**src/rtl/bp_cfg.svh**
```systemverilog
`ifndef BP_CFG_SVH
`define BP_CFG_SVH

// PC and target width
`define BP_ADDR_BITS  32

// Tables are indexed by PC[BP_INDEX_BITS+1:2]
`define BP_INDEX_BITS 5

// Must equal 1 << BP_INDEX_BITS
`define BP_ENTRIES    32

`endif

```
**src/rtl/bp_pkg.sv**
```systemverilog
`include "bp_cfg.svh"

package bp_pkg;

    // 2-bit saturating counter, MSB set means predict taken
    typedef enum logic [1:0] {
        CNT_NOT_TAKEN      = 2'b00,
        CNT_WEAK_NOT_TAKEN = 2'b01,
        CNT_WEAK_TAKEN     = 2'b10,
        CNT_TAKEN          = 2'b11
    } bp_counter_e;

    typedef logic [`BP_INDEX_BITS-1:0] bp_index_t;
    typedef logic [`BP_ADDR_BITS-1:0]  bp_addr_t;

    // Lookup result for one fetch stage
    typedef struct packed {
        logic     hit;    // Predicted taken
        bp_addr_t target; // Word aligned
    } bp_prediction_t;

    // Resolved branch from execute, with the prediction it was fetched under
    typedef struct packed {
        bp_addr_t pc;
        logic     taken;
        bp_addr_t target;
        logic     pred_taken;
        bp_addr_t pred_target;
    } bp_resolve_t;

    // Table update request, issued only on a miss
    typedef struct packed {
        bp_index_t index;
        logic      taken;
        bp_addr_t  target; // Already aligned
    } bp_update_t;

endpackage

```
**src/rtl/branch_table.sv**
```systemverilog
`timescale 1ns/1ns
`include "bp_cfg.svh"

module branch_table import bp_pkg::*; #(
    parameter type      payload_t   = bp_addr_t,
    parameter payload_t RESET_VALUE = payload_t'(0)
) (
    input  logic      clk,
    input  logic      rst_n,

    // Lookup ports
    input  bp_index_t rd_idx_a_i,
    input  bp_index_t rd_idx_b_i,
    output payload_t  rd_data_a_o,
    output payload_t  rd_data_b_o,

    // Read at the update index, feeds read-modify-write
    input  bp_index_t rd_idx_u_i,
    output payload_t  rd_data_u_o,

    input  logic      wr_en_i,
    input  bp_index_t wr_idx_i,
    input  payload_t  wr_data_i
);

    payload_t entries [`BP_ENTRIES];

    // Asynchronous reads, writes land at the next edge
    assign rd_data_a_o = entries[rd_idx_a_i];
    assign rd_data_b_o = entries[rd_idx_b_i];
    assign rd_data_u_o = entries[rd_idx_u_i];

    always_ff @(posedge clk) begin
        if (!rst_n) begin
            for (int i = 0; i < `BP_ENTRIES; i++) begin
                entries[i] <= RESET_VALUE;
            end
        end else if (wr_en_i) begin
            entries[wr_idx_i] <= wr_data_i;
        end
    end

endmodule

```
**src/rtl/predictor_core.sv**
```systemverilog
`timescale 1ns/1ns
`include "bp_cfg.svh"

module predictor_core import bp_pkg::*; (
    input  logic           clk,
    input  logic           rst_n,

    input  bp_addr_t       lookup_pc_2_i,
    input  bp_addr_t       lookup_pc_4_i,
    output bp_prediction_t pred_2_o,
    output bp_prediction_t pred_4_o,

    input  logic           upd_valid_i,
    input  bp_update_t     upd_i
);

    bp_index_t   idx_2;
    bp_index_t   idx_4;

    bp_counter_e cnt_2;
    bp_counter_e cnt_4;
    bp_counter_e cnt_cur; // Counter at the update index
    bp_counter_e cnt_next;

    bp_addr_t    tgt_2;
    bp_addr_t    tgt_4;
    bp_addr_t    tgt_cur;
    bp_addr_t    tgt_aligned;
    logic        tgt_wr_en;

    function automatic logic predict_taken(bp_counter_e cnt);
        return (cnt == CNT_WEAK_TAKEN) || (cnt == CNT_TAKEN);
    endfunction

    assign idx_2 = lookup_pc_2_i[`BP_INDEX_BITS+1:2];
    assign idx_4 = lookup_pc_4_i[`BP_INDEX_BITS+1:2];

    // One step toward the resolved direction, saturating at both ends
    always_comb begin
        cnt_next = cnt_cur;
        if (upd_i.taken) begin
            case (cnt_cur)
                CNT_NOT_TAKEN:      cnt_next = CNT_WEAK_NOT_TAKEN;
                CNT_WEAK_NOT_TAKEN: cnt_next = CNT_WEAK_TAKEN;
                default:            cnt_next = CNT_TAKEN;
            endcase
        end else begin
            case (cnt_cur)
                CNT_TAKEN:      cnt_next = CNT_WEAK_TAKEN;
                CNT_WEAK_TAKEN: cnt_next = CNT_WEAK_NOT_TAKEN;
                default:        cnt_next = CNT_NOT_TAKEN;
            endcase
        end
    end

    assign tgt_aligned = {upd_i.target[`BP_ADDR_BITS-1:2], 2'b00};

    // Not-taken updates keep the old target; skip writes that change nothing
    assign tgt_wr_en = upd_valid_i && upd_i.taken && (tgt_cur != tgt_aligned);

    branch_table #(
        .payload_t   (bp_counter_e),
        .RESET_VALUE (CNT_WEAK_NOT_TAKEN)
    ) u_counter_table (
        .clk         (clk),
        .rst_n       (rst_n),
        .rd_idx_a_i  (idx_2),
        .rd_idx_b_i  (idx_4),
        .rd_data_a_o (cnt_2),
        .rd_data_b_o (cnt_4),
        .rd_idx_u_i  (upd_i.index),
        .rd_data_u_o (cnt_cur),
        .wr_en_i     (upd_valid_i),
        .wr_idx_i    (upd_i.index),
        .wr_data_i   (cnt_next)
    );

    branch_table #(
        .payload_t   (bp_addr_t),
        .RESET_VALUE ('0)
    ) u_target_table (
        .clk         (clk),
        .rst_n       (rst_n),
        .rd_idx_a_i  (idx_2),
        .rd_idx_b_i  (idx_4),
        .rd_data_a_o (tgt_2),
        .rd_data_b_o (tgt_4),
        .rd_idx_u_i  (upd_i.index),
        .rd_data_u_o (tgt_cur),
        .wr_en_i     (tgt_wr_en),
        .wr_idx_i    (upd_i.index),
        .wr_data_i   (tgt_aligned)
    );

    assign pred_2_o.hit    = predict_taken(cnt_2);
    assign pred_2_o.target = tgt_2;
    assign pred_4_o.hit    = predict_taken(cnt_4);
    assign pred_4_o.target = tgt_4;

endmodule

```
**src/rtl/resolve_unit.sv**
```systemverilog
`timescale 1ns/1ns
`include "bp_cfg.svh"

module resolve_unit import bp_pkg::*; (
    input  logic        clk,
    input  logic        rst_n,

    // Execute stage, one-cycle strobe
    input  logic        resolve_valid_i,
    input  bp_resolve_t resolve_i,

    // Registered update request toward the tables
    output logic        upd_valid_o,
    output bp_update_t  upd_o
);

    bp_addr_t target_aligned;
    logic     dir_miss;
    logic     tgt_miss;
    logic     miss;

    assign target_aligned = {resolve_i.target[`BP_ADDR_BITS-1:2], 2'b00};

    assign dir_miss = resolve_i.taken != resolve_i.pred_taken;

    // Right direction but fetch went to the wrong place
    assign tgt_miss = resolve_i.taken && resolve_i.pred_taken
                   && (target_aligned != resolve_i.pred_target);

    assign miss = resolve_valid_i && (dir_miss || tgt_miss);

    always_ff @(posedge clk) begin
        if (!rst_n) begin
            upd_valid_o <= 1'b0;
        end else begin
            upd_valid_o <= miss; // Drops again after one cycle unless another miss
        end
    end

    always_ff @(posedge clk) begin
        if (miss) begin
            upd_o.index  <= resolve_i.pc[`BP_INDEX_BITS+1:2];
            upd_o.taken  <= resolve_i.taken;
            upd_o.target <= target_aligned;
        end
    end

endmodule

```
**src/rtl/bp_top.sv**
```systemverilog
`timescale 1ns/1ns

module bp_top import bp_pkg::*; (
    input  logic           clk,
    input  logic           rst_n,

    input  logic           resolve_valid_i,
    input  bp_resolve_t    resolve_i,

    // Fetch stage 2 and stage 4 lookups
    input  bp_addr_t       lookup_pc_2_i,
    input  bp_addr_t       lookup_pc_4_i,
    output bp_prediction_t pred_2_o,
    output bp_prediction_t pred_4_o
);

    logic       upd_valid;
    bp_update_t upd;

    resolve_unit u_resolve (
        .clk             (clk),
        .rst_n           (rst_n),
        .resolve_valid_i (resolve_valid_i),
        .resolve_i       (resolve_i),
        .upd_valid_o     (upd_valid),
        .upd_o           (upd)
    );

    predictor_core u_core (
        .clk           (clk),
        .rst_n         (rst_n),
        .lookup_pc_2_i (lookup_pc_2_i),
        .lookup_pc_4_i (lookup_pc_4_i),
        .pred_2_o      (pred_2_o),
        .pred_4_o      (pred_4_o),
        .upd_valid_i   (upd_valid),
        .upd_i         (upd)
    );

endmodule

```
**config.mk**
```make
export PLATFORM = sky130hd
export DESIGN_NAME = bp_top
export DESIGN_NICKNAME = d
export VERILOG_FILES = /design/src/rtl/bp_pkg.sv /design/src/rtl/branch_table.sv /design/src/rtl/predictor_core.sv /design/src/rtl/resolve_unit.sv /design/src/rtl/bp_top.sv
export VERILOG_INCLUDE_DIRS = /design/src /design/src/rtl
export SDC_FILE = /design/constraint.sdc
export NUM_CORES = 2
export LEC_CHECK = 0
export BUFFER_PORTS_ARGS = -buffer_cell sky130_fd_sc_hd__buf_4
export CAP_MARGIN = 20
export CORE_MARGIN = 3
export CORE_UTILIZATION = 50
export CTS_BUF_LIST = sky130_fd_sc_hd__clkbuf_8
export CTS_CLUSTER_DIAMETER = 50
export CTS_CLUSTER_SIZE = 16
export DETAILED_ROUTE_END_ITERATION = 8
export PLACE_DENSITY = 0.69
export SYNTH_ARGS = -nofsm -noshare
export SYNTH_HDL_FRONTEND = slang
export SYNTH_HIERARCHICAL = 1
export SYNTH_SLANG_ARGS = --single-unit
```
**constraint.sdc**
```tcl
create_clock -name clk -period 6.9 [get_ports clk]
set_input_delay 0.345 -clock clk [delete_from_list [all_inputs] [get_ports clk]]
set_output_delay 0.345 -clock clk [all_outputs]
set_load 0.03 [all_outputs]
```
# ---- Word-level counts from Yosys, hierarchy flattened
# Memories as Yosys holds them, arrays and structs flattened. A register that Yosys moved wholly into a read port is not among the register bits.
# Index checks and enable logic that the tools add are counted.
dict set report classes {
  n_eq_ne 10
  muxes 18
  reduce_logical 11
}
# operator n
set ops {}
lappend ops {{32-bit != test} 2}
lappend ops {{30-bit 2-to-1 mux} 1}
lappend ops {{30-bit OR reduction} 1}
lappend ops {{5-bit 2-to-1 mux} 4}
lappend ops {{2-bit == test (second input constant)} 6}
lappend ops {{1-bit 2-to-1 mux} 9}
lappend ops {{2-bit one-hot mux with 2 select lines} 2}
lappend ops {{1-bit logical AND} 5}
lappend ops {{2-bit 2-to-1 mux} 2}
lappend ops {{1-bit logical OR} 3}
lappend ops {{2-bit by 1-bit == test with 1-bit output (second input constant)} 1}
lappend ops {{2-bit zero test} 1}
lappend ops {{2-bit OR reduction} 1}
lappend ops {{1-bit != test} 1}
dict set report totals {
  ff_bits 37
  memories 2
  mem_bits_rw 1024
  in_bits 165
}
# name words width read_ports rd_clocked_by_memory_dff wr line
set mem_list {}
lappend mem_list {u_core.u_target_table.entries 32 30 3 1 32 branch_table.sv:26} ;# payload_t entries [`BP_ENTRIES];
lappend mem_list {u_core.u_counter_table.entries 32 2 3 1 32 branch_table.sv:26}

# ---- Depth between registers and ports, before layout
dict set report logic_depth {
  word_depth 7
  mapped_depth 19
  mapped_depth_nobuf 14
}

# ---- By module
# The synthesis kept the hierarchy.
# module seq_area_each_um2 area_each_um2 cells_per_inst n_inst
set by_module_without_submodules {}
lappend by_module_without_submodules {{branch_table at u_core.u_target_table} 30749.5 64474.3 5804 1}
lappend by_module_without_submodules {{branch_table at u_core.u_counter_table} 1921.8 4545.6 435 1}
lappend by_module_without_submodules {resolve_unit 1101.1 1495.2 88 1}
lappend by_module_without_submodules {predictor_core 0.0 371.6 49 1}

# ---- Worst setup path before layout
# OpenSTA, ideal clock, no wires.
dict set report synth_timing {
  kind {reg2reg}
  startpoint {reg u_resolve/upd_o[34] (netlist name)}
  endpoint {mem u_core/u_target_table/entries[28][0] (netlist name) (enable)}
  setup_slack_ns 1.207
  t_arrival_ns 5.227
  stages_incl_launch_ff 17
  cell_sequence {edfxtp_1 buf_2 buf_2 buf_2 mux2i_1 a22oi_1 a31oi_1 nand3_1 xnor2_1 nand4_1 nor4_1 a21oi_1 nand2_1 or3_1 buf_2 buf_2 o21ai_0}
}
# item line
set synth_rtl {}
lappend synth_rtl {{start: declaration} resolve_unit.sv:14} ;# output bp_update_t upd_o
lappend synth_rtl {{end: declaration} branch_table.sv:26}

==> results.cfg <==
[sta]
final.setup.tns_ns = 0
maxSlewHeadroom = 0.122
final.min_clock_period_ns = 6.30
fmax_mhz = 159
rsz0062_at_grt = no
finalMaxSlewViolations = 0
worst_slack_ns = 0.598
setup_viol = 0
hold_violations = 0
timing.final.crit_share = 0.913
tightest_slew_ns = 1.31
skew_ns = 0.0598

[placement]
place_congestion = 0.906
io_buffers = 147
place_ws_ns = 0.882
hpwlAfterDp_microns = 162000

[pwr]
ir_worst_vdd_v = 0.000228
netSwitchingFraction = 0.318
p_sw_mw = 5.39
total_power_mw = 16.9
seqPwrFrac = 0.465
comb_power_share = 0.213
intPower_mw = 11.5
p_leak_nw = 31.9
clockPowerShare = 0.322
p_per_area_mw_per_mm2 = 217

[routing]
antenna_left = 0
vias = 55900
first_pass_iters = 5
avgRoutedWirePerCell_microns = 33.2
drc = 0
via_per_inst = 6.77
drt-initial-drc-count = 8405
wl_microns = 274000

[clock_network]
clock_latency_ns = 0.93
cts_tree = yes
cts_made_buffers = 132
clkSinkCount = 1125
cts_root_buf = clkbuf_8
cts_setup_buffers = 0
cts_resized = 0
htreeDepth = 4
cts_hold_buffers = 40
clockBufferDepth = 3
clk_pin_slew_worst_paths_ns = 0.09

[layout]
drive_gt1_frac = 0.110
area_growth_pct = 10.7
final_nets = 6412
fin_util = 0.558

[worst_hold_path]
hold_path.class = input port to flop

[grt]
grt_overflow_total = 0
first_global_vias = 54100
grt_pass1_wl_microns = 385000
antenna_found_initial = 23
grt_usage = 0.365
grt_max_degree = 123

[outcome]
outcome = finished, final reports clean

[yosys]
synth_warnings = 6
postSynthCellCount = 6313
avgSynthCellArea_sq_um = 11.1
syn-cell-area_sq_mm = 0.0703

[worst_setup_path]
crit_type = flop to flop
cpMostUsedCell = buf_4
critPathSlowestCell = nor2b_4
cp_max_fo = 23
crit_chain = nor2b_4 > buf_4 > a22o_1 > nor3_1 > a31oi_1 > nand3_1 > xnor2_1 > nand4_1 > nor4_1 > a21oi_1 > nand2_1 > or3_1 > buf_12 > nor2_4 > buf_4 > and2_1
slowest_delay_ns = 1.03
crit_path_start_kind = flop
critPathRequiredTime_ns = 7.66
critPathArrivalTime_ns = 7.06
end_kind = flop
critPathBufInv = 3
crit_family = simple AND/OR/NAND/NOR gates

[run]
max_cap_violations = 0

[floorplan]
num_rows = 137
die_h_microns = 381
die_area_sq_mm = 0.145
start_util = 0.504
die_x_microns = 381
ios = 231
core_sq_mm = 0.140
-- layout make-up --
cell class,instances,area [sq um]
fillers,11600,61600
repair buffers,415,4140
flip-flops and latches,1125,33800
inverters,2,7.51
clock inverters,97,1120
diodes,30,75.1
well taps,1876,2350
multi-input cells,4570,34500
clock buffers,138,1900
-- metal layers --
metal,GRT usage,vias to the layer above,wire (microns),share of wire
met3,0.0972,1151,34200,0.13
met1,0.454,27200,98400,0.36
li1,-,23300,-,-
met4,0.238,14,19900,0.073
met2,0.563,4285,121000,0.44
met5,0,-,75,0.00027
-- flip-flops by register name (all words and copies together), names as in the netlist --
register and flops:
u_core/u_target_table/entries 1024, u_core/u_counter_table/entries 64, u_resolve/upd_o 36, u_resolve/upd_valid_o 1
-- cells in the final DEF, fill, tap and decap left out, drive strengths merged, types with 31 or more instances in the layout --
| cell type | n |
|---|---|
| and3 | 33 |
| a22o | 192 |
| mux2i | 1600 |
| dlygate4sd3 | 40 |
| edfxtp | 1124 |
| a22oi | 316 |
| buf | 375 |
| inv | 31 |
| nand2 | 335 |
| xnor2 | 40 |
| a31oi | 100 |
| nand3 | 294 |
| a21oi | 293 |
| clkbuf | 138 |
| o21ai | 54 |
| nor2 | 45 |
| nor3 | 101 |
| and2 | 1031 |
-- final timing paths --
check,cells after the start,slack [ns],from,end
setup / recovery,16,0.60,u_resolve/upd_o[35]$_DFFE_PP_,u_core/u_target_table/entries[16][4]$_SDFFCE_PN0P_
hold / removal,2,0.13,resolve_i[72],u_resolve/upd_o[37]$_DFFE_PP_
setup reg to reg,16,0.60,u_resolve/upd_o[35]$_DFFE_PP_,u_core/u_target_table/entries[16][4]$_SDFFCE_PN0P_
hold reg to reg,2,0.87,u_resolve/upd_o[17]$_DFFE_PP_,u_core/u_target_table/entries[15][17]$_SDFFCE_PN0P_
-- per-stage QoR --
step,std cells,hold slack (ns),area (sq um)
3_5_place_dp,7941,0.526,74200
5_1_grt,8225,0.103,77800
2_1_floorplan,6322,0.444,70400
4_1_cts,8216,0.0805,77700
3_3_place_gp,7932,0.528,74000
6_report,8253,0.132,77900
-- power by group through the flow --
stage / clock, mW / sequential, mW / combinational, mW
3_3_place_gp: 0 / 8.00 / 3.39
2_1_floorplan: 0 / 8.01 / 2.05
6_report: 5.46 / 7.87 / 3.61
5_1_grt: 5.77 / 7.89 / 3.69
4_1_cts: 5.48 / 7.87 / 3.45
3_5_place_dp: 0 / 8.02 / 3.43
No activity file was read; power rests on OpenSTA's default activity.
